[src/erx_pkg.sv]
`default_nettype none

package erx_pkg;

   // Transaction packet, field order matches the link format (spare is bit 0)
   typedef struct packed {
      logic [31:0] srcaddr;   // 103:72
      logic [31:0] data;      // 71:40
      logic [31:0] dstaddr;   // 39:8
      logic [3:0]  ctrlmode;  // 7:4
      logic [1:0]  datamode;  // 3:2
      logic        write;     // 1
      logic        spare;     // 0
   } packet_t;

   // Register regions, decoded from mi_addr[11:8]
   typedef enum logic [3:0] {
      REG_CFG = 4'd0,
      REG_DMA = 4'd1,
      REG_MMU = 4'd2
   } region_t;

   typedef enum logic {DEC_IDLE, DEC_BEAT1} dec_state_t;
   typedef enum logic {DMA_IDLE, DMA_RUN} dma_state_t;

   // Register map
   localparam logic [19:0] CFG_ADDR       = 20'h00000;  // Bit 0 rx_enable, bit 1 mmu_enable
   localparam logic [19:0] DMA_DST_ADDR   = 20'h00100;
   localparam logic [19:0] DMA_DATA_ADDR  = 20'h00104;
   localparam logic [19:0] DMA_COUNT_ADDR = 20'h00108;  // Write starts a burst
   localparam logic [19:0] MMU_BASE_ADDR  = 20'h00200;  // Entry i at base + 4*i

   localparam logic [1:0]  DM_WORD = 2'b10;             // 32-bit datamode

   // Translation table
   localparam int MMU_ENTRIES = 16;
   localparam int MMU_AW      = $clog2(MMU_ENTRIES);    // Index from dstaddr[31:28]
   localparam int MMU_TAG_W   = 12;                     // Replaces dstaddr[31:20]

   localparam logic [11:0] RESP_ID = 12'h810;           // Read response tag

   // Receive queues
   localparam int FIFO_DEPTH      = 16;
   localparam int FIFO_AW         = $clog2(FIFO_DEPTH);
   localparam int FIFO_WAIT_LEVEL = 12;                 // Slack for in-flight packets

   function automatic region_t region_of(input logic [19:0] addr);
      return region_t'(addr[11:8]);
   endfunction

endpackage

`default_nettype wire

[src/erx_protocol.sv]
`timescale 1ns/1ps
`default_nettype none

// Two-beat frame decoder
// Beat 0: [63:60] ctrlmode, [59:58] datamode, [57] write, [55:24] dstaddr
// Beat 1: [63:32] data, [31:0] srcaddr
module erx_protocol
   import erx_pkg::*;
(
   input  logic        rx_lclk_div4,
   input  logic        reset,
   input  logic        rx_enable,
   input  logic [7:0]  rx_frame_par,
   input  logic [63:0] rx_data_par,
   output logic        erx_access,
   output packet_t     erx_packet
);

   dec_state_t state_q;
   logic       frame_on;   // Frame word all ones
   logic       beat0;
   logic       beat1;

   assign frame_on = (rx_frame_par == 8'hff);
   assign beat0    = rx_enable && frame_on && (state_q == DEC_IDLE);
   assign beat1    = rx_enable && frame_on && (state_q == DEC_BEAT1);

   always_ff @(posedge rx_lclk_div4)
   begin
      if (reset)
      begin
         state_q    <= DEC_IDLE;
         erx_access <= 1'b0;
      end
      else
      begin
         erx_access <= beat1;          // One-cycle strobe after second beat
         case (state_q)
            DEC_IDLE:
               if (beat0)
                  state_q <= DEC_BEAT1;
            default:
               state_q <= DEC_IDLE;    // Done or broken frame
         endcase
      end
   end

   // Packet assembly
   always_ff @(posedge rx_lclk_div4)
   begin
      if (beat0)
      begin
         erx_packet.ctrlmode <= rx_data_par[63:60];
         erx_packet.datamode <= rx_data_par[59:58];
         erx_packet.write    <= rx_data_par[57];
         erx_packet.spare    <= 1'b0;
         erx_packet.dstaddr  <= rx_data_par[55:24];
      end
      if (beat1)
      begin
         erx_packet.data    <= rx_data_par[63:32];
         erx_packet.srcaddr <= rx_data_par[31:0];
      end
   end

   // Link only sends whole frame words
   frame_word_legal: assert property (@(posedge rx_lclk_div4) disable iff (reset)
      frame_on || (rx_frame_par == 8'h00))
      else $error("erx_protocol: partial frame word %h", rx_frame_par);

endmodule

`default_nettype wire

[config.mk]
export PLATFORM = sky130hd
export DESIGN_NAME = erx_protocol
export DESIGN_NICKNAME = d
export VERILOG_FILES = /design/src/erx_pkg.sv /design/src/erx_protocol.sv
export SDC_FILE = /design/constraint.sdc
export NUM_CORES = 1
export LEC_CHECK = 0
export BUFFER_PORTS_ARGS = -buffer_cell sky130_fd_sc_hd__buf_2
export CORE_ASPECT_RATIO = 1.75
export CORE_MARGIN = 4
export CORE_UTILIZATION = 45
export DETAILED_ROUTE_END_ITERATION = 8
export PLACE_DENSITY_LB_ADDON = 0.12
export SYNTH_ARGS = -nofsm -noshare
export SYNTH_HDL_FRONTEND = slang
export SYNTH_SLANG_ARGS = --single-unit
[constraint.sdc]
create_clock -name rx_lclk_div4 -period 14.23 [get_ports rx_lclk_div4]
set_input_delay 2.846 -clock rx_lclk_div4 [delete_from_list [all_inputs] [get_ports rx_lclk_div4]]
set_output_delay 2.846 -clock rx_lclk_div4 [all_outputs]
set_load 0.05 [all_outputs]
# After elaboration in Yosys (flattened, before gate mapping)
# Cells that the tools add are included.
# totals
reg_bits,105
input_bits,75
out_inout_bits,105
elab_cells,15
# op_classes
eq_ne,1
mux,1
n_bitwise,1
n_reduce_logical,4
# ops
cell,count
$eq A8 B8 Y1 const B,1
$logic_and A1 B1 Y1,3
$reduce_or A2 Y1,1
$mux W1,1
$not A1 Y1,1

# Logic depth before layout (Yosys ltp)
# Gate-level depths: netlist of run 1.
# logic_depth
depth_word,4
depth_mapped,2
mapped_depth_nobuf,2

# Worst setup path before layout of run 1
# OpenSTA, ideal clock, no wires.
# synth_timing
kind,input -> register
from,input port rx_frame_par[1]
to,"register erx_packet[100] (netlist bit), enable pin"
setup_ns,0.565
arrival_time_ns,7.406
t_required_ns,13.665
setup_slack_ns,6.260
stages,2
path_buffers,0
path_cell_list,nand4_2 nor3_1
# synth_between
elab_chain_len,3
# synth_lines
item,line,text
start: declaration,erx_protocol.sv:13,"input logic [7:0] rx_frame_par,"
$eq A8 B8 Y1,erx_protocol.sv:24,assign frame_on = (rx_frame_par == 8'hff);
$logic_and A1 B1 Y1 (2 in series),erx_protocol.sv:26,assign beat1 = rx_enable && frame_on && (state_q == DEC_BEAT1);
named net beat1,erx_protocol.sv:22,logic beat1;
end: declaration,erx_protocol.sv:16,output packet_t erx_packet
# The timed path passes the listed nets, and every way through them passes these cells.
# A chain may end at the register's enable or synchronous reset.

# Final worst setup path of run 1
# layout_timing
from,input port rx_frame_par[1]
to,"register erx_packet[34] (netlist bit), enable pin"
# layout_between
elab_chain_len,3
# layout_lines
item,line,text
$eq A8 B8 Y1,erx_protocol.sv:24,
$logic_and A1 B1 Y1 (2 in series),erx_protocol.sv:25,assign beat0 = rx_enable && frame_on && (state_q == DEC_IDLE);
named net beat0,erx_protocol.sv:21,logic beat0;
# The timed path passes the listed nets, and every way through them passes these cells.

==> results of run 1 <==
## power breakdown
part           switching (mW)  internal, mW
combinational         0.00651       0.00740
sequential          0.0000653         0.339
clock                  0.0946         0.135
## kinds of logic after synthesis
kind of cell           after synthesis
flip-flops                         105
AND/OR/NAND/NOR                      8
buffers and inverters                1
other                                1
## registers in the layout, summed over array words and instances, names as in the netlist
name        flops
erx_packet    103
state_q         1
erx_access      1
## through the flow
step | total power [mW] | util (%) | hold WS [ns]
finish | 0.583 | 65.0 | 0.583
floorplan | 0.348 | - | 0.467
global route | 0.605 | 65.0 | 0.612
detailed placement | 0.360 | 61.0 | 0.571
CTS | 0.590 | 65.0 | 0.588
global placement | 0.360 | 61.0 | 0.534
## layer usage
metal / vias to the layer above / GRT usage [%] / share of wire (%)
met2: 118 / 27.1 / 53
met4: 0 / 8.47 / 1.6
li1: 848 / - / -
met5: - / 0 / 0
met1: 842 / 16.1 / 34
met3: 10 / 6.79 / 11
## cell type report
cell class | instances | area, sq um
fill | 509 | 2410
tap | 84 | 105
sequential | 105 | 3130
clock inverter | 4 | 43.8
multi-input combinational | 9 | 67.6
timing repair buffer | 180 | 906
clock buffer | 12 | 236
## placed cells by master, fill, tap and decap left out, types with 2 or more instances in the layout
master     instances
buf_4              2
dfxtp_1            2
clkinv_2           2
edfxtp_1         103
nor4_1             2
clkbuf_16          9
nor3_2             2
buf_2            178
clkbuf_1           3
## worst max-delay path, delay by kind of cell
kind	cells	cell delay (ns)
and+or+nand+nor	2	0.85
buffers and inverters	2	0.59
## final timing paths
path	endpoint	cells after the start
max	erx_packet[34]	4
min	erx_access	2
max reg2reg	erx_packet[34]	3
min reg2reg	erx_access	2
==> reports/summary.txt, run 1 <==
Status - finished clean
RSZ-0062 raised after global routing - no
Initial Util - 46.3%
Post-synthesis xor/xnor area fraction - 0%
Area after DPL - 4210 sq um
Post-Syn Area - 3200 sq um
Slew @ Worst Pin - 0.830 ns
Layout cell share with drive strength beyond 1 - 62.9%
Clock sink count - 105
Post-synth EDFFs - 103
Pin count of the biggest net entering global routing - 65
Die area - 8570 sq um
Adder-cell share of the synthesized area - 0%
Syn nets - 190
Setup violations, final - 0
CP max FO - 29
First-pass GRT wire length - 9.87 mm
Hpwl dp - 4.90 mm
Number of post-CTS setup repair buffers - 0
Vias per inst - 4.61
#FFs+latches synth - 105
Power density over cell area - 130 nW/um^2
Register area share after synthesis - 98.0%
Top cell type's share of synthesized area - 96.7%
HP Start - state_q
Post-CTS Hold Fix Bufs - 0
Final count of hold timing violations - 0
Root buf cell - clkbuf_16
Via count - 1,818
Post-synth top cells - edfxtp_1 (103), dfxtp_1 (2), nor3_1 (2), nor4_1 (2)
Clock skew - 0.00490 ns
Worst path max stage delay - 0.70 ns
GRT Total Usage - 15.9%
Post-route cell area - 4490 sq um
F_max - 232 MHz
Crit path launch - rx_frame_par[1]
Simple-Gate Fraction of Synth Area - 1.68%
Static leakage - 1.81 nW
Initial DRC Count - 137
Ranking of synthesized cells by area - edfxtp_1 (97%), dfxtp_1 (1.3%), nand4_2 (0.39%), nor4_1 (0.39%), nor3_1 (0.31%)
Die width - 71.7 um
Maximum VDD drop - 0.000122 V
DR pass1 iterations - 6
Final Max Tran Viols - 0
Setup TNS - 0 ns
Critical path type - in2reg
Routed Antenna Nets - 0
Crit-path slowest cell - nor3_2
Compound-Gate Fraction of Synth Area - 0%
PostCTS Resize Cnt - 0
Post-route insts no fill - 394
# IOs - 180
Hold WC Path Type - reg2reg
Tmin final - 4.32 ns
Post-synthesis mux area share - 0%
Worst setup SP type - primary input
Longest Clk Path Bufs - 2
GPL Wtd Cong - 0.695
Area leader, netlist - edfxtp_1
Final worst slack - 9.91 ns
Core area - 6910 sq um
Main combinational cell family by area after synthesis - simple AND/OR/NAND/NOR gates
Die span in y - 120 um
Vias in the first global route - 1,962
Row cnt - 40
Routed wire per std cell - 17.1 um
Slew Limit Headroom - 44.4%
Synth unique cells - 10
Post-Syn Instances - 115
Ys async rst share - 0%
Antenna violations before repair - 0
Clock latency at the later pin of the worst-skew pair - 0.33 ns
Area Overhead vs Synth - 40.5%
Worst setup EP type - flop
Global route overflow - 0
# DRC - 0
Nets@finish - 380
Post-Place Cells - 378
CTS Buf Count - 9
Critical Path, Cell by Cell - buf_2, nand4_2, nor3_2, buf_4
Reg2Reg Setup Slack - 12.17 ns
CTS tree - built
Top-count cell post-synth - edfxtp_1
Max-capacitance violation count - 0
IO Port Bufs - 178
CP Data Required Time - 14.22 ns
Antenna cells - 0
Reg2reg start - state_q
Warnings from Yosys - 0
Fin crit share - 30.3%
DP Worst Slack - 9.53 ns
Avg Cell Area, Syn - 27.8 sq um
Routed wire length - 6.74 mm
Synth Flop Type - edfxtp_1
CP arrival - 4.31 ns
H-tree depth - 3
Worst-path clk slew - 0.06 ns
Power figures use the tool's default switching activity.
==> run 2: changes to the inputs <==
CORE_UTILIZATION = 39   (was 45)
clock period = 3.74 ns   (was 14.23 ns; I/O delays follow)
==> reports/summary.txt, run 2 (same netlist as run 1, synthesis figures left out) <==
F_max - 545 MHz
Largest register FFs - 103 (unchanged)
Final Max Tran Viols - 0 (unchanged)
Post-route insts no fill - 402 (+2.0%)
IO Port Bufs - 178 (unchanged)
Comb pwr share - 2.3% (about the same)
Routed wire length - 6.81 mm (+1.0%)
PostCTS Resize Cnt - 0 (unchanged)
Flop pwr share - 55.9% (-2.3 points)
Commonest non-fill, non-tap cell in the layout - buf_2
# DRC - 0 (unchanged)
Final count of hold timing violations - 0 (unchanged)
Clock latency at the later pin of the worst-skew pair - 0.33 ns (about the same)
CP Data Required Time - 3.71 ns (-10.51 ns)
Cell internal pwr - 1.90 mW (+290%)
Fillers - 639 (+26%)
Reg2Reg Setup Slack - 2.14 ns (-10.03 ns)
Row cnt - 43 (+7.5%)
Post-CTS Hold Fix Bufs - 0 (unchanged)
DP Worst Slack - 1.55 ns (-7.98 ns)
Util after Layout - 57.4% (-7.7 points)
Vias per inst - 4.61 (about the same)
Reg2reg start - state_q
NetSw - 0.408 mW (+300%)
Critical path type - in2reg
Top Registers - erx_packet (103), erx_access (1), state_q (1)
Core area - 7960 sq um (+15%)
Clock network power share - 41.8% (+2.4 points)
CTS Buf Count - 9 (unchanged)
Number of post-CTS setup repair buffers - 0 (unchanged)
Tmin final - 1.83 ns
Slew Limit Headroom - 61.0% (+17 points)
Critical Path, Cell by Cell - buf_2, nand4_2, nor3_4, buf_4
Routed wire per std cell - 16.9 um (-0.99%)
Root buf cell - clkbuf_16
Die area - 9770 sq um (+14%)
CP arrival - 1.80 ns (-2.51 ns)
Die width - 76.5 um (+6.6%)
Antenna cells - 0 (unchanged)
CTS tree - built
Power density over cell area - 506 nW/um^2 (+290%)
Worst path max stage delay - 0.51 ns (-0.19 ns)
Setup violations, final - 0 (unchanged)
Nets@finish - 382 (+0.53%)
Worst setup SP type - primary input
Sw Share - 17.7% (+0.31 points)
Via count - 1,855 (+2.0%)
# IOs - 180 (unchanged)
Area after DPL - 4250 sq um (+0.83%)
GPL Wtd Cong - 0.732 (+5.2%)
H-tree depth - 3 (unchanged)
Initial Util - 40.2% (-6.1 points)
Fin crit share - 49.1%
Post-route cell area - 4570 sq um (+1.7%)
Hold WC Path Type - in2reg
Worst-path clk slew - 0.07 ns (about the same)
Initial DRC Count - 79 (-42%)
Worst setup EP type - flop
Max-capacitance violation count - 0 (unchanged)
RSZ-0062 raised after global routing - no
Antenna violations before repair - 0 (unchanged)
GRT Total Usage - 14.1% (-1.9 points)
Multi-input logic area - 80.1 sq um (+19%)
Global route overflow - 0 (unchanged)
Pin count of the biggest net entering global routing - 47 (-28%)
Slew @ Worst Pin - 0.585 ns (-0.245 ns)
Die span in y - 128 um (+6.9%)
HP Start - rx_data_par[18]
Vias in the first global route - 1,956 (-0.31%)
FF+latch area - 3130 sq um (unchanged)
Maximum VDD drop - 0.000340 V (+180%)
Static leakage - 1.84 nW (+2.1%)
DR pass1 iterations - 4 (-2)
First-pass GRT wire length - 10.1 mm (+2.7%)
Largest Register - erx_packet
Most frequent cells in the layout - buf_2 (178), edfxtp_1 (103), clkbuf_16 (9)
Longest Clk Path Bufs - 2 (unchanged)
Routed Antenna Nets - 0 (unchanged)
CP max FO - 46 (+59%)
Area Overhead vs Synth - 42.8%
Crit path launch - rx_frame_par[1]
Post-Place Cells - 386 (+2.1%)
Crit-path slowest cell - buf_4
Setup TNS - 0 ns (unchanged)
Layout cell share with drive strength beyond 1 - 64.4% (+1.5 points)
Final worst slack - 1.91 ns (-8.01 ns)
CP delay by family, top - buffers and inverters
WP buf/inv - 2 (unchanged)
Status - finished clean
Clock skew - 0.00478 ns (-0.000121 ns)
Clock sink count - 105 (unchanged)
[run 2: worst paths after layout]
path | end | cells after the start
worst min register to register | erx_access | 2
worst max-delay path | erx_packet[95] | 4
worst max register to register | erx_packet[95] | 3
worst min-delay path | erx_packet[90] | 1
[run 2: final cells by class]
type                    count  area share [%]
multi-input cells           9            1.75
flip-flops and latches    105            68.6
well taps                  90            2.47
repair buffers            182            20.2
clock buffers               9            4.93
clock inverters             7            2.08
[run 2: per-layer routing]
metal	up-vias	part of all wire [%]	wire [um]	track usage [%]
li1	853	-	-	-
met1	874	31	2110	13.1
met2	115	56	3850	25.9
met3	13	10	679	5.84
met4	0	2.6	175	7.15
met5	-	0	0	0
[run 2: power by group through the flow]
stage | clock network (mW) | logic (mW) | registers [mW]
finish | 0.966 | 0.0537 | 1.29
global route | 1.05 | 0.0596 | 1.29
CTS | 0.993 | 0.0543 | 1.29
detailed placement | 0 | 0.0542 | 1.32
global placement | 0 | 0.0522 | 1.32
floorplan | 0 | 0.00531 | 1.32
[run 2: per-stage QoR]
stage	hold WS, ns	power, mW
after global routing	0.571	2.40
after global placement	0.579	1.37
after detailed placement	0.586	1.37
after floorplan	0.523	1.33
after CTS	0.573	2.34
final	0.592	2.31
[run 2: worst reg2reg max path, stage by stage (launching register included)]
cell and delay (ns):
dfxtp_1 0.34, nand4_1 0.19, nor3_4 0.17, buf_4 0.51
==> run 3: changes to the inputs <==
CORE_UTILIZATION = 43   (was 39)
clock period = 1.8 ns   (was 3.74 ns; I/O delays follow)
==> reports/summary.txt, run 3 (same netlist as run 1, synthesis figures left out) <==
Largest Register - erx_packet
Core area - 7230 sq um (-9.2%)
Hold WC Path Type - in2reg
Row cnt - 41 (-4.7%)
CP delay by family, top - simple AND/OR/NAND/NOR gates
Die width - 73.2 um (-4.3%)
Clock skew - 0.00495 ns (+0.000168 ns)
GRT Total Usage - 15.0% (+0.95 points)
Power density over cell area - 988 nW/um^2 (+95%)
GPL Wtd Cong - 0.715 (-2.3%)
Commonest non-fill, non-tap cell in the layout - buf_2
Area after DPL - 4260 sq um (+0.38%)
Antenna cells - 0 (unchanged)
Antenna violations before repair - 0 (unchanged)
Maximum VDD drop - 0.000725 V (+110%)
Area Overhead vs Synth - 41.3%
Worst setup SP type - flop
Routed wire length - 6.71 mm (-1.5%)
Layout cell share with drive strength beyond 1 - 62.6% (-1.8 points)
Post-route cell area - 4520 sq um (-1.1%)
IO Port Bufs - 178 (unchanged)
CP Data Required Time - 1.79 ns (-1.92 ns)
Top Registers - erx_packet (103), erx_access (1), state_q (1)
Critical path type - reg2reg
Final count of hold timing violations - 0 (unchanged)
Routed Antenna Nets - 0 (unchanged)
CP max FO - 64 (+39%)
Die area - 8940 sq um (-8.5%)
Global route overflow - 0 (unchanged)
Nets@finish - 380 (-0.52%)
Status - finished clean
Critical Path, Cell by Cell - nand4_1, nor3_4, buf_12
DR pass1 iterations - 4 (unchanged)
Die span in y - 122 um (-4.5%)
Crit-path slowest cell - dfxtp_1
RSZ-0062 raised after global routing - no
CTS tree - built
Max-capacitance violation count - 0 (unchanged)
Fillers - 550 (-14%)
Pin count of the biggest net entering global routing - 65 (+38%)
Initial Util - 44.2% (+4.1 points)
Post-CTS Hold Fix Bufs - 0 (unchanged)
# IOs - 180 (unchanged)
Tmin final - 1.49 ns
H-tree depth - 3 (unchanged)
Final Max Tran Viols - 0 (unchanged)
Worst-path clk slew - 0.06 ns (about the same)
First-pass GRT wire length - 9.46 mm (-6.7%)
PostCTS Resize Cnt - 0 (unchanged)
Worst path max stage delay - 0.34 ns (-0.17 ns)
Vias in the first global route - 1,810 (-7.5%)
Setup TNS - 0 ns (unchanged)
# DRC - 0 (unchanged)
CP arrival - 1.48 ns (-0.32 ns)
Routed wire per std cell - 16.9 um (about the same)
Clock latency at the later pin of the worst-skew pair - 0.33 ns (about the same)
Longest Clk Path Bufs - 2 (unchanged)
Number of post-CTS setup repair buffers - 0 (unchanged)
Static leakage - 1.81 nW (-1.7%)
F_max - 673 MHz
WP buf/inv - 1 (-1)
Vias per inst - 4.54 (-1.5%)
CTS Buf Count - 9 (unchanged)
Root buf cell - clkbuf_16
Worst setup EP type - flop
Most frequent cells in the layout - buf_2 (178), edfxtp_1 (103), clkbuf_16 (9)
Setup violations, final - 0 (unchanged)
Hpwl dp - 5.00 mm
Clock sink count - 105 (unchanged)
Largest register FFs - 103 (unchanged)
Via count - 1,799 (-3.0%)
Initial DRC Count - 148 (+87%)
Fin crit share - 82.6%
-- run 3: per-stage QoR --
stage | utilization, % | hold WS (ns) | power, mW | setup WS [ns] | cells
3_5_place_dp | 58.9 | 0.538 | 2.85 | 0.204 | 380
6_report | 62.5 | 0.200 | 4.47 | 0.314 | 396
3_3_place_gp | 58.9 | 0.537 | 2.85 | 0.263 | 380
4_1_cts | 62.5 | 0.184 | 4.51 | 0.321 | 396
2_1_floorplan | - | 0.439 | 2.76 | -0.741 | 115
5_1_grt | 62.5 | 0.179 | 4.64 | 0.248 | 396
-- run 3: final timing paths --
kind                            cells past startpoint      startpoint             end  slack, ns
worst max register to register                      3         state_q  erx_packet[49]       0.31
worst min-delay path                                1  rx_data_par[6]  erx_packet[78]       0.20
worst min register to register                      2         state_q      erx_access       0.59
worst max-delay path                                3         state_q  erx_packet[49]       0.31
-- run 3: cell type report --
class | count | area (sq um) | share of cell area (%)
clock inverter | 5 | 22.5 | 0.498
clock buffer | 11 | 233 | 5.15
multi-input combinational | 9 | 91.3 | 2.02
sequential | 105 | 3130 | 69.3
tap | 86 | 108 | 2.38
timing repair buffer | 180 | 931 | 20.6
-- run 3: layer usage --
layer / wire (um) / track usage (%) / vias to the layer above
met5: 0 / 0 / -
met4: 108 / 6.47 / 0
met2: 3690 / 25.7 / 110
met3: 873 / 7.68 / 8
li1: - / - / 852
met1: 2030 / 14.8 / 829
-- run 3: where the power goes --
| group | leakage [nW] | internal (mW) | switching [mW] | total, mW |
|---|---|---|---|---|
| Clock | 0.120 | 0.919 | 0.748 | 1.67 |
| Combinational | 0.752 | 0.0595 | 0.0560 | 0.115 |
| Sequential | 0.942 | 2.68 | 0.000457 | 2.68 |
| Total | 1.81 | 3.66 | 0.805 | 4.47 |
-- run 3: worst register-to-register path: stages (launching register included) --
cell,delay [ns]
dfxtp_1,0.34
nand4_1,0.19
nor3_4,0.25
buf_12,0.32
