**src/erx_pkg.sv**
```systemverilog
`default_nettype none

package erx_pkg;

   // Transaction packet, field order matches the link format (spare is bit 0)
   typedef struct packed {
      logic [31:0] srcaddr;   // 103:72
      logic [31:0] data;      // 71:40
      logic [31:0] dstaddr;   // 39:8
      logic [3:0]  ctrlmode;  // 7:4
      logic [1:0]  datamode;  // 3:2
      logic        write;     // 1
      logic        spare;     // 0
   } packet_t;

   // Register regions, decoded from mi_addr[11:8]
   typedef enum logic [3:0] {
      REG_CFG = 4'd0,
      REG_DMA = 4'd1,
      REG_MMU = 4'd2
   } region_t;

   typedef enum logic {DEC_IDLE, DEC_BEAT1} dec_state_t;
   typedef enum logic {DMA_IDLE, DMA_RUN} dma_state_t;

   // Register map
   localparam logic [19:0] CFG_ADDR       = 20'h00000;  // Bit 0 rx_enable, bit 1 mmu_enable
   localparam logic [19:0] DMA_DST_ADDR   = 20'h00100;
   localparam logic [19:0] DMA_DATA_ADDR  = 20'h00104;
   localparam logic [19:0] DMA_COUNT_ADDR = 20'h00108;  // Write starts a burst
   localparam logic [19:0] MMU_BASE_ADDR  = 20'h00200;  // Entry i at base + 4*i

   localparam logic [1:0]  DM_WORD = 2'b10;             // 32-bit datamode

   // Translation table
   localparam int MMU_ENTRIES = 16;
   localparam int MMU_AW      = $clog2(MMU_ENTRIES);    // Index from dstaddr[31:28]
   localparam int MMU_TAG_W   = 12;                     // Replaces dstaddr[31:20]

   localparam logic [11:0] RESP_ID = 12'h810;           // Read response tag

   // Receive queues
   localparam int FIFO_DEPTH      = 16;
   localparam int FIFO_AW         = $clog2(FIFO_DEPTH);
   localparam int FIFO_WAIT_LEVEL = 12;                 // Slack for in-flight packets

   function automatic region_t region_of(input logic [19:0] addr);
      return region_t'(addr[11:8]);
   endfunction

endpackage

`default_nettype wire

```
**src/erx_ifs.sv**
```systemverilog
`timescale 1ns/1ps
`default_nettype none

// Register bus shared by the config, MMU and DMA blocks
interface mi_if;

   logic        en;     // Access strobe
   logic        we;     // Write when high, read when low
   logic [19:0] addr;
   logic [31:0] din;

   // Top level drives the bus
   modport master (
      output en,
      output we,
      output addr,
      output din
   );

   // Register blocks decode their own region
   modport slave (
      input en,
      input we,
      input addr,
      input din
   );

endinterface

`default_nettype wire

```
**src/erx_mmu.sv**
```systemverilog
`timescale 1ns/1ps
`default_nettype none

module erx_mmu
   import erx_pkg::*;
(
   input  logic        rx_lclk_div4,
   input  logic        reset,
   input  logic        mmu_enable,
   mi_if.slave         mi,
   input  logic        in_access,
   input  packet_t     in_packet,
   output logic        out_access,
   output packet_t     out_packet,
   output logic [31:0] mi_dout
);

   logic [MMU_TAG_W-1:0] tag_tbl [MMU_ENTRIES];  // Upper address per region
   logic [MMU_AW-1:0]    mi_idx;
   logic                 mmu_sel;                // Bus hits the table window
   packet_t              remap;

   assign mi_idx  = mi.addr[2 +: MMU_AW];        // Word addressed entries
   assign mmu_sel = (region_of(mi.addr) == REG_MMU) &&
                    (mi.addr[7:6] == MMU_BASE_ADDR[7:6]);

   always_ff @(posedge rx_lclk_div4)
   begin
      if (reset)
      begin
         for (int i = 0; i < MMU_ENTRIES; i++)
            tag_tbl[i] <= '0;
      end
      else if (mi.en && mi.we && mmu_sel)
         tag_tbl[mi_idx] <= mi.din[MMU_TAG_W-1:0];
   end

   always_ff @(posedge rx_lclk_div4)
   begin
      if (mi.en && !mi.we)
         mi_dout <= {{(32 - MMU_TAG_W){1'b0}}, tag_tbl[mi_idx]};
   end

   // Swap in the table entry picked by the top address nibble
   always_comb
   begin
      remap = in_packet;
      if (mmu_enable)
         remap.dstaddr[31 -: MMU_TAG_W] = tag_tbl[in_packet.dstaddr[31 -: MMU_AW]];
   end

   always_ff @(posedge rx_lclk_div4)
   begin
      if (reset)
         out_access <= 1'b0;
      else
         out_access <= in_access;
   end

   always_ff @(posedge rx_lclk_div4)
   begin
      out_packet <= remap;   // Payload, qualified by out_access
   end

endmodule

`default_nettype wire

```
**src/flat_wrapper.sv**
```systemverilog
// flat-port wrapper written by rule: the top's interface ports become plain ports
module erx_mmu_flat import erx_pkg::*;
  (rx_lclk_div4, reset, mmu_enable, in_access, in_packet, out_access, out_packet, mi_dout, mi_en, mi_we, mi_addr, mi_din);
  mi_if mi_i ();
  input  logic rx_lclk_div4;
  input  logic reset;
  input  logic mmu_enable;
  input  logic in_access;
  input  packet_t in_packet;
  output logic out_access;
  output packet_t out_packet;
  output logic [31:0] mi_dout;
  input wire logic [$bits(mi_i.en)-1:0] mi_en;
  input wire logic [$bits(mi_i.we)-1:0] mi_we;
  input wire logic [$bits(mi_i.addr)-1:0] mi_addr;
  input wire logic [$bits(mi_i.din)-1:0] mi_din;
  assign mi_i.en = mi_en;
  assign mi_i.we = mi_we;
  assign mi_i.addr = mi_addr;
  assign mi_i.din = mi_din;
  erx_mmu u_core (.rx_lclk_div4(rx_lclk_div4), .reset(reset), .mmu_enable(mmu_enable), .mi(mi_i), .in_access(in_access), .in_packet(in_packet), .out_access(out_access), .out_packet(out_packet), .mi_dout(mi_dout));
endmodule
```
**config.mk**
```make
export PLATFORM = sky130hd
export DESIGN_NAME = erx_mmu_flat
export DESIGN_NICKNAME = d
export VERILOG_FILES = /design/src/erx_pkg.sv /design/src/erx_ifs.sv /design/src/erx_mmu.sv /design/src/flat_wrapper.sv
export SDC_FILE = /design/constraint.sdc
export NUM_CORES = 1
export LEC_CHECK = 0
export BUFFER_PORTS_ARGS = -buffer_cell sky130_fd_sc_hd__buf_2
export CORE_MARGIN = 3
export CORE_UTILIZATION = 45
export DETAILED_ROUTE_END_ITERATION = 8
export PLACE_DENSITY = 0.68
export SLEW_MARGIN = 20
export SYNTH_ARGS = -nofsm -noshare
export SYNTH_HDL_FRONTEND = slang
export SYNTH_SLANG_ARGS = --single-unit
```
**constraint.sdc**
```tcl
create_clock -name rx_lclk_div4 -period 2.5 [get_ports rx_lclk_div4]
set_input_delay 0.375 -clock rx_lclk_div4 [delete_from_list [all_inputs] [get_ports rx_lclk_div4]]
set_output_delay 0.375 -clock rx_lclk_div4 [all_outputs]
set_load 0.01 [all_outputs]
```
After elaboration in Yosys (flattened, before gate mapping) --
Memories as Yosys holds them, arrays and structs flattened. A register that Yosys moved wholly into a read port is not among the register bits. Index checks and enable logic that the tools add are counted. Widths: inputs -> output; s select.
Storage, ports and cells: input port bits 162, RAM bits 192, bits in registers 105, memories 1, output and inout bits 137
Cells by class: muxes and demuxes 9, equality and inequality tests 1, reductions and logical operators 7
Memory list:
- u_core.tag_tbl | words 16, width 12, rd ports 2, clocked after Yosys merged registers in 1, wr ports 16, RTL line erx_mmu.sv:18 | logic [MMU_TAG_W-1:0] tag_tbl [MMU_ENTRIES];
Operators by type and width (count):
- $mux 12 | 2
- $reduce_or 12->1 | 1
- $mux 1 | 6
- $eq 4x2->1 const B | 1
- $logic_and 1x1->1 | 4
- $mux 4 | 1
- $logic_not 2->1 | 1
- $logic_not 1->1 | 1

Logic depth before layout (Yosys ltp) --
Gate-level depths: netlist (run 1).
depth after elaboration 8, depth in mapped cells 8, mapped depth without buffers 4

Worst setup path after synthesis (run 1) --
OpenSTA, ideal clock, no wires.
path type input port to flip-flop, from in mi_addr[3], to reg u_core.mi_dout[7], read port of u_core.tag_tbl, data pin, slack 524 ps, arrival 1704 ps, path buffers 2, cell stages on the path 4, library setup time 272 ps, cells stage by stage buf_2 clkbuf_1 mux4_2 mux4_2
RTL lines:
- start: declaration | RTL line flat_wrapper.sv:15 | input wire logic [$bits(mi_i.addr)-1:0] mi_addr;
- end: declaration | RTL line erx_mmu.sv:15 | output logic [31:0] mi_dout

==> results of run 1 <==
## through the flow
step           cells  hold WS [ns]
6_report        1556        0.0644
5_1_grt         1556        0.0616
4_1_cts         1555        0.0445
3_5_place_dp    1401         0.479
3_3_place_gp    1401         0.477
2_1_floorplan    824         0.403
## layer usage
metal,global-route usage,part of all wire
met5,0,0
met4,0.0511,0.017
met1,0.313,0.39
met3,0.0463,0.077
met2,0.426,0.51
## cells in the mapped netlist (all sizes together) (2+ instances only)
library cell | count | area share
mux2i | 11 | 0.0084
nand4 | 2 | 0.00095
buf | 44 | 0.022
nand2b | 6 | 0.0029
dfxtp | 105 | 0.16
clkbuf | 39 | 0.012
a22oi | 2 | 0.0011
mux4 | 104 | 0.18
nor2b | 7 | 0.0033
or2 | 18 | 0.0086
o22ai | 13 | 0.0062
nor3 | 12 | 0.0084
and2 | 193 | 0.092
a31oi | 2 | 0.00095
nor4 | 5 | 0.0050
nand3 | 2 | 0.00076
mux2 | 10 | 0.0086
edfxtp | 204 | 0.47
nand2 | 8 | 0.0023
a21oi | 9 | 0.0034
a221oi | 2 | 0.0013
## what timing repair did
action	4_1_cts	5_1_grt
hold buffers	92	0
hold endpoints to repair	92	0
buffers inserted	0	0
endpoints found under the setup margin	0	0
## registers in the layout, indices dropped and copies added (netlist names)
name	count
u_core.mi_dout	12
u_core.out_access	1
u_core.out_packet	104
u_core.tag_tbl	192
## cell families after synthesis
| family | after synthesis | share of synthesized area |
|---|---|---|
| AO/OA/AOI/OAI | 30 | 0.0141 |
| buffers and inverters | 83 | 0.0345 |
| flip-flops | 309 | 0.628 |
| multiplexers | 125 | 0.196 |
| other | 1 | 0.000286 |
| AND/OR/NAND/NOR | 257 | 0.128 |
## layout make-up
cell class                      count  area (µm²)  area share
Sequential cell                   309        8230       0.487
Timing Repair Buffer              374        2520       0.149
Tap cell                          378         473      0.0280
Clock inverter                      8        68.8     0.00407
Antenna cell                        1        2.50    0.000148
Multi-Input combinational cell    432        4500       0.266
Clock buffer                       54        1110      0.0657
## worst max-delay path, delay by kind of cell
family,cells,cell delay [ns]
buffers and inverters,1,0.11
AND/OR/NAND/NOR,4,1.48
## where the power goes
part / switching, µW / internal, µW
logic: 598 / 621
clock network: 2050 / 3080
registers: 130 / 5720
## worst paths after layout
check                        startpoint               endpoint  cells past startpoint
hold / removal                in_access      u_core.out_access                      2
setup reg to reg  u_core.tag_tbl[14][5]      u_core.mi_dout[5]                      2
setup / recovery            mi_addr[10]   u_core.tag_tbl[8][6]                      5
hold reg to reg    u_core.tag_tbl[8][0]  u_core.out_packet[28]                      4
==> qor.yml, run 1 <==
status: "finished, final reports clean"
drive_above_1_share: 0.412
ys.flop_type: "edfxtp_1"
r2r_slack_ns: 0.76
clk_pin_slew_ns: 0.06
synth_edf_count: 204
coreArea_um2: 28200
cts_tree: "yes"
place_ws_ns: 0.160
maxSlewHeadroom: 0.649
htreeDepth: 2
final_common_cell: "buf_2"
rsz0062_at_grt: "false"
critical_path_class: "in -> reg"
max_cap_violations: 0
hold_viol: 0
place_area_um2: 14800
io_buffers: 248
die_y_um: 177
hpwlAfterDp_um: 25200
synth_area_um2: 13100
vias_per_cell: 5.39
cp_max_fo: 16
layout_common_cells: "247 x buf_2, 204 x edfxtp_1, 193 x and2_1, 105 x dfxtp_1, 104 x mux4_2"
utilization: 0.599
ir_drop_uv: 507
synth-seq-cells: 309
antenna_found_initial: 1
fin_skew_ns: 0.0165
wire_per_inst_um: 24.2
start_util: 0.464
grt_pass1_wl_um: 55700
via_count: 8381
stdcell_area_um2: 16900
wl_um: 37700
synth-async-reset-ratio: 0
overflow: 0
fmax_ghz: 0.554
start_kind: "input pin"
setup_tns_ns: 0
slowest_stage: "or2_2"
grt_max_degree: 35
arrival_ns: 1.97
final_nets: 1314
drv_slew: 0
setup_ws_ns: 0.696
cts.sinks: 309
power.total_uw: 12200
dr.pass1.iters: 5
crit_path_end_kind: "flop"
die_x_um: 177
yosysWarnings: 0
slowest_delay_ns: 0.41
cts-root-buf: "clkbuf_16"
grt_usage: 0.241
antenna_left: 0
n_fill_cell: 2163
period_minus_slack_ns: 1.80
cts_made_buffers: 35
syn_inst: 805
die_area_um2: 31200
ys_seq_area_frac: 0.628
crit_chain: "buf_2 -> nor4_4 -> nand4b_4 -> nor4_2 -> or2_2"
drt_iter0_drc: 755
p_leak_uw: 0.00658
cp.required_ns: 2.67
ios: 299
clk_latency_ns: 0.52
area_growth_pct: 29.0
drc_errors: 0
post_cts_resize_count: 0
grt_pass1_vias: 8861
holdCritPathClass: "in -> reg"
syn_avg_cell_area_um2: 16.3
tightest_slew_ns: 0.527
p_per_area_nw_per_um2: 721
clock_path_buffers: 3
gp_congestion: 0.878
synth_cell_types: 35
finalCritPeriodShare: 0.722
finalSetupViolCount: 0
rows: 61
Power figures use the tool's default switching activity.
==> run 2: changes to the inputs <==
PLACE_DENSITY = 0.71   (was 0.68)
clock period = 1.6 ns   (was 2.5 ns; I/O delays follow)
==> qor.yml, run 2 (same netlist as run 1, synthesis figures left out) <==
status: "complete, but fails checks"
failed_checks: "setup timing"
fin_skew_ns: 0.0122  # -0.00433 ns
drc_errors: 0  # unchanged
rsz0062_at_grt: "true"
finalCritPeriodShare: 1.08
cp_common_cell: "mux4_2"
grt_pass1_vias: 9222  # +4.1%
hpwlAfterDp_um: 27400  # +8.7%
p_leak_uw: 0.00688  # +4.5%
wire_per_inst_um: 24.0  # -0.82%
hold_slack_ns: 0.0264  # -0.0380 ns
place_ws_ns: -0.366  # -0.526 ns
period_minus_slack_ns: 1.72
setup_tns_ns: -0.934  # -0.934 ns
coreArea_um2: 28200  # unchanged
layout_common_cells: "247 x buf_2, 204 x edfxtp_1, 193 x and2_1, 105 x dfxtp_1, 104 x mux4_2"
vias_per_cell: 5.43  # +0.90%
fmax_ghz: 0.581
largest_register: "u_core.tag_tbl"
antenna_found_initial: 3  # +2
reg2regPathDepth: 2  # unchanged
hold_viol: 0  # unchanged
start_kind: "flop"
clk_pin_slew_ns: 0.06  # about the same
final_cells: 1599  # +2.8%
crit_chain: "mux4_2 -> mux4_2"
wl_um: 38400  # +1.9%
area_growth_pct: 32.3
htreeDepth: 1  # -1
clock_path_buffers: 3  # unchanged
p_per_area_nw_per_um2: 1060  # +46%
largest_reg_flops: 192  # unchanged
overflow: 0  # unchanged
max_cap_violations: 0  # unchanged
die_y_um: 177  # unchanged
rows: 61  # unchanged
antenna_left: 0  # unchanged
drt_iter0_drc: 816  # +8.1%
timing.rr.end: "u_core.mi_dout[4]"
cts.sinks: 309  # unchanged
cts_made_buffers: 31  # -11%
cts_tree: "yes"
cp_max_fo: 2  # -14
slowest_delay_ns: 0.51  # +0.10 ns
hp-start: "in_packet[28]"
dp.cells: 1435  # +2.4%
final_common_cell: "buf_2"
drv_slew: 0  # unchanged
r2r_slack_ns: -0.12  # -0.88 ns
clk_latency_ns: 0.57  # +0.05 ns
gp_congestion: 0.860  # -2.1%
drive_above_1_share: 0.430  # +0.0174
power.total_uw: 18300  # +50%
io_buffers: 248  # unchanged
grt_usage: 0.250  # +0.00872
dr.pass1.iters: 5  # unchanged
via_count: 8690  # +3.7%
grt_max_degree: 27  # -23%
arrival_ns: 2.03  # +0.06 ns
die_area_um2: 31200  # unchanged
crit_path_end_kind: "flop"
start_util: 0.464  # unchanged
ios: 299  # unchanged
top_regs: "u_core.tag_tbl (192), u_core.out_packet (104), u_core.mi_dout (12)"
critical_path_class: "reg -> reg"
cts-root-buf: "clkbuf_16"
ir_drop_uv: 907  # +79%
rr_startpoint: "u_core.tag_tbl[14][4]"
holdCritPathClass: "in -> reg"
finalSetupViolCount: 14  # +14
hold_depth: 4  # +2
cp.required_ns: 1.91  # -0.76 ns
die_x_um: 177  # unchanged
grt_pass1_wl_um: 58000  # +4.2%
holdPathEnd: "u_core.out_packet[28]"
final_nets: 1359  # +3.4%
slowest_stage: "mux4_2"
setup_ws_ns: -0.121  # -0.817 ns
run 2: timing repair:
item | 4_1_cts | 5_1_grt
pin swaps | 0 | 0
setup endpoints to repair | 12 | 18
gates resized for setup | 2 | 8
hold buffers | 100 | 0
setup buffers | 4 | 3
hold endpoints to repair | 100 | 0
run 2: area by class of cell:
type	count	area, µm²
fillers	2071	10900
flip-flops and latches	309	8230
multi-input cells	432	4660
repair buffers	423	2970
clock buffers	54	951
well taps	378	473
clock inverters	2	50.0
diodes	1	2.50
run 2: worst max-delay path by stage:
stage,startpoint,to,slack (ns),cells past startpoint
2_1_floorplan,mi_addr[2],u_core.mi_dout[0],-0.12,4
6_report,u_core.tag_tbl[14][4],u_core.mi_dout[4],-0.12,2
5_1_grt,u_core.tag_tbl[15][9],u_core.mi_dout[9],-0.13,2
3_3_place_gp,mi_addr[2],u_core.mi_dout[3],-0.33,4
3_5_place_dp,reset,u_core.tag_tbl[4][3],-0.37,6
4_1_cts,u_core.tag_tbl[15][0],u_core.mi_dout[0],-0.10,2
run 2: worst max-delay path: cells and delay by family, from the launching register on:
kind / cells / cell delay, ns
flops: 1 / 0.48
mux: 2 / 0.99
run 2: per-layer routing:
layer | global-route usage | up-vias | routed length [µm]
met5 | 0 | - | 13
met1 | 0.320 | 4307 | 14100
met4 | 0.0848 | 2 | 1480
met2 | 0.422 | 528 | 19100
met3 | 0.0586 | 89 | 3700
li1 | - | 3764 | -
run 2: power by group:
| part | internal [µW] | switching, µW | leakage (µW) |
|---|---|---|---|
| Combinational | 1080 | 940 | 0.00357 |
| Clock | 4170 | 2950 | 0.000493 |
| Sequential | 8930 | 243 | 0.00282 |
run 2: stage by stage:
| step | area, µm² | util |
|---|---|---|
| after floorplan | 13400 | - |
| after global placement | 15200 | 0.539 |
| after detailed placement | 15200 | 0.539 |
| after CTS | 17300 | 0.612 |
| after global routing | 17300 | 0.614 |
| final | 17300 | 0.614 |
==> run 3: changes to the inputs <==
PLACE_DENSITY = 0.68   (was 0.71)
clock period = 1.7 ns   (was 1.6 ns; I/O delays follow)
==> qor.yml, run 3 (same netlist as run 1, synthesis figures left out) <==
status: "complete, but fails checks"
failed_checks: "setup timing"
holdCritPathClass: "in -> reg"
setup_ws_ns: -0.0162  # +0.105 ns
p_leak_uw: 0.00676  # -1.8%
clock_path_buffers: 3  # unchanged
place_area_um2: 15200  # -0.25%
drv_slew: 0  # unchanged
io_buffers: 248  # unchanged
hpwlAfterDp_um: 26900  # -2.0%
cts.sinks: 309  # unchanged
cp.required_ns: 1.94  # +0.03 ns
power.total_uw: 17800  # -2.7%
timing.rr.end: "u_core.mi_dout[2]"
drc_errors: 0  # unchanged
cts_tree: "yes"
largest_reg_flops: 192  # unchanged
start_kind: "flop"
clk_latency_ns: 0.52  # -0.05 ns
place_ws_ns: -0.256  # +0.111 ns
dr.pass1.iters: 5  # unchanged
via_count: 8492  # -2.3%
p_int_uw: 13800  # -2.7%
clk_pin_slew_ns: 0.06  # about the same
vias_per_cell: 5.35  # -1.5%
finalSetupViolCount: 4  # -10
cts-root-buf: "clkbuf_16"
layout_common_cells: "247 x buf_2, 204 x edfxtp_1, 193 x and2_1, 105 x dfxtp_1, 104 x mux4_2"
rr_startpoint: "u_core.tag_tbl[12][2]"
p_switching_uw: 4020  # -2.7%
cp_max_fo: 2  # unchanged
final_common_cell: "buf_2"
wire_per_inst_um: 23.2  # -3.3%
clockPowerShare: 0.411  # +0.022
drt_iter0_drc: 696  # -15%
seqPwrFrac: 0.483  # -0.018
area_growth_pct: 31.8
period_minus_slack_ns: 1.72  # -0.00463 ns
largest_register: "u_core.tag_tbl"
grt_pass1_vias: 8951  # -2.9%
coreArea_um2: 28200  # unchanged
grt_max_degree: 24  # -11%
wl_um: 36900  # -4.0%
antenna_left: 0  # unchanged
rsz0062_at_grt: "true"
arrival_ns: 1.95  # -0.08 ns
drive_above_1_share: 0.423  # -0.00602
top_regs: "u_core.tag_tbl (192), u_core.out_packet (104), u_core.mi_dout (12)"
start_util: 0.464  # unchanged
switching_share: 0.225  # about the same
die_area_um2: 31200  # unchanged
setup_tns_ns: -0.0342  # +0.900 ns
crit_path_end_kind: "flop"
num_antenna_cells: 0  # -1
crit_start: "u_core.tag_tbl[12][2]"
finalCritPeriodShare: 1.01  # -0.0660
grt_pass1_wl_um: 55800  # -3.8%
die_y_um: 177  # unchanged
cp-endpoint: "u_core.mi_dout[2]"
htreeDepth: 2  # +1
die_x_um: 177  # unchanged
gp_congestion: 0.846  # -1.6%
r2r_slack_ns: -0.02  # +0.10 ns
grt_usage: 0.239  # -0.0105
max_cap_violations: 0  # unchanged
ir_drop_uv: 974  # +7.4%
rows: 61  # unchanged
fin_skew_ns: 0.0185  # +0.00629 ns
critical_path_class: "reg -> reg"
antenna_found_initial: 1  # -2
fmax_ghz: 0.583  # +0.27%
stdcell_area_um2: 17300  # -0.38%
cts_made_buffers: 34  # +9.7%
hold_viol: 0  # unchanged
p_per_area_nw_per_um2: 1030  # -2.3%
hp-start: "in_packet[34]"
reg2regPathDepth: 2  # unchanged
ios: 299  # unchanged
final_nets: 1346  # -0.96%
overflow: 0  # unchanged
comb_power_share: 0.105  # -0.005
==> run 3: power by group through the flow <==
stage,logic (µW),registers (µW),clock network [µW]
2_1_floorplan,916,8760,0
3_3_place_gp,1680,8740,0
3_5_place_dp,1700,8760,0
4_1_cts,1870,8600,7470
5_1_grt,2000,8640,7770
6_report,1880,8610,7330
==> run 3: per-layer routing <==
metal  vias up  routed length (µm)  track usage  part of all wire
li1       3742                   -            -                 -
met1      4266               14600        0.315              0.40
met2       412               18500        0.405              0.50
met3        72                2550       0.0429             0.069
met4         0                1230       0.0789             0.033
met5         -                   0            0                 0
==> run 3: worst max-delay path: stages (launching register included) <==
cell      delay, ns
edfxtp_1       0.41
mux4_2         0.52
mux4_2         0.50
==> run 3: per-stage QoR <==
step           hold slack, ns  utilization  std cells
4_1_cts                0.0220        0.611       1586
3_5_place_dp            0.359        0.538       1431
5_1_grt                0.0560        0.612       1587
6_report               0.0370        0.612       1587
3_3_place_gp            0.357        0.538       1431
2_1_floorplan           0.283            -        824
==> run 3: final cells by class <==
| type | count | area, µm² |
|---|---|---|
| fill | 2068 | 11000 |
| multi-input combinational | 432 | 4530 |
| timing repair buffer | 407 | 2910 |
| sequential | 309 | 8230 |
| clock buffer | 47 | 987 |
| tap | 378 | 473 |
| clock inverter | 14 | 141 |
==> run 3: worst min-delay path by stage <==
stage | slack [ns] | endpoint | depth (start not counted)
2_1_floorplan | 0.28 | u_core.out_packet[0] | 0
3_3_place_gp | 0.36 | u_core.out_packet[97] | 1
3_5_place_dp | 0.36 | u_core.out_packet[27] | 1
4_1_cts | 0.02 | u_core.out_packet[34] | 3
5_1_grt | 0.06 | u_core.out_packet[32] | 3
6_report | 0.04 | u_core.out_packet[34] | 3
==> run 3: what timing repair did <==
| item | CTS | global route |
|---|---|---|
| buffers inserted | 1 | 1 |
| resized for setup | 0 | 1 |
| hold buffers | 93 | 0 |
| hold endpoints to repair | 93 | 0 |
| endpoints found under the setup margin | 3 | 9 |
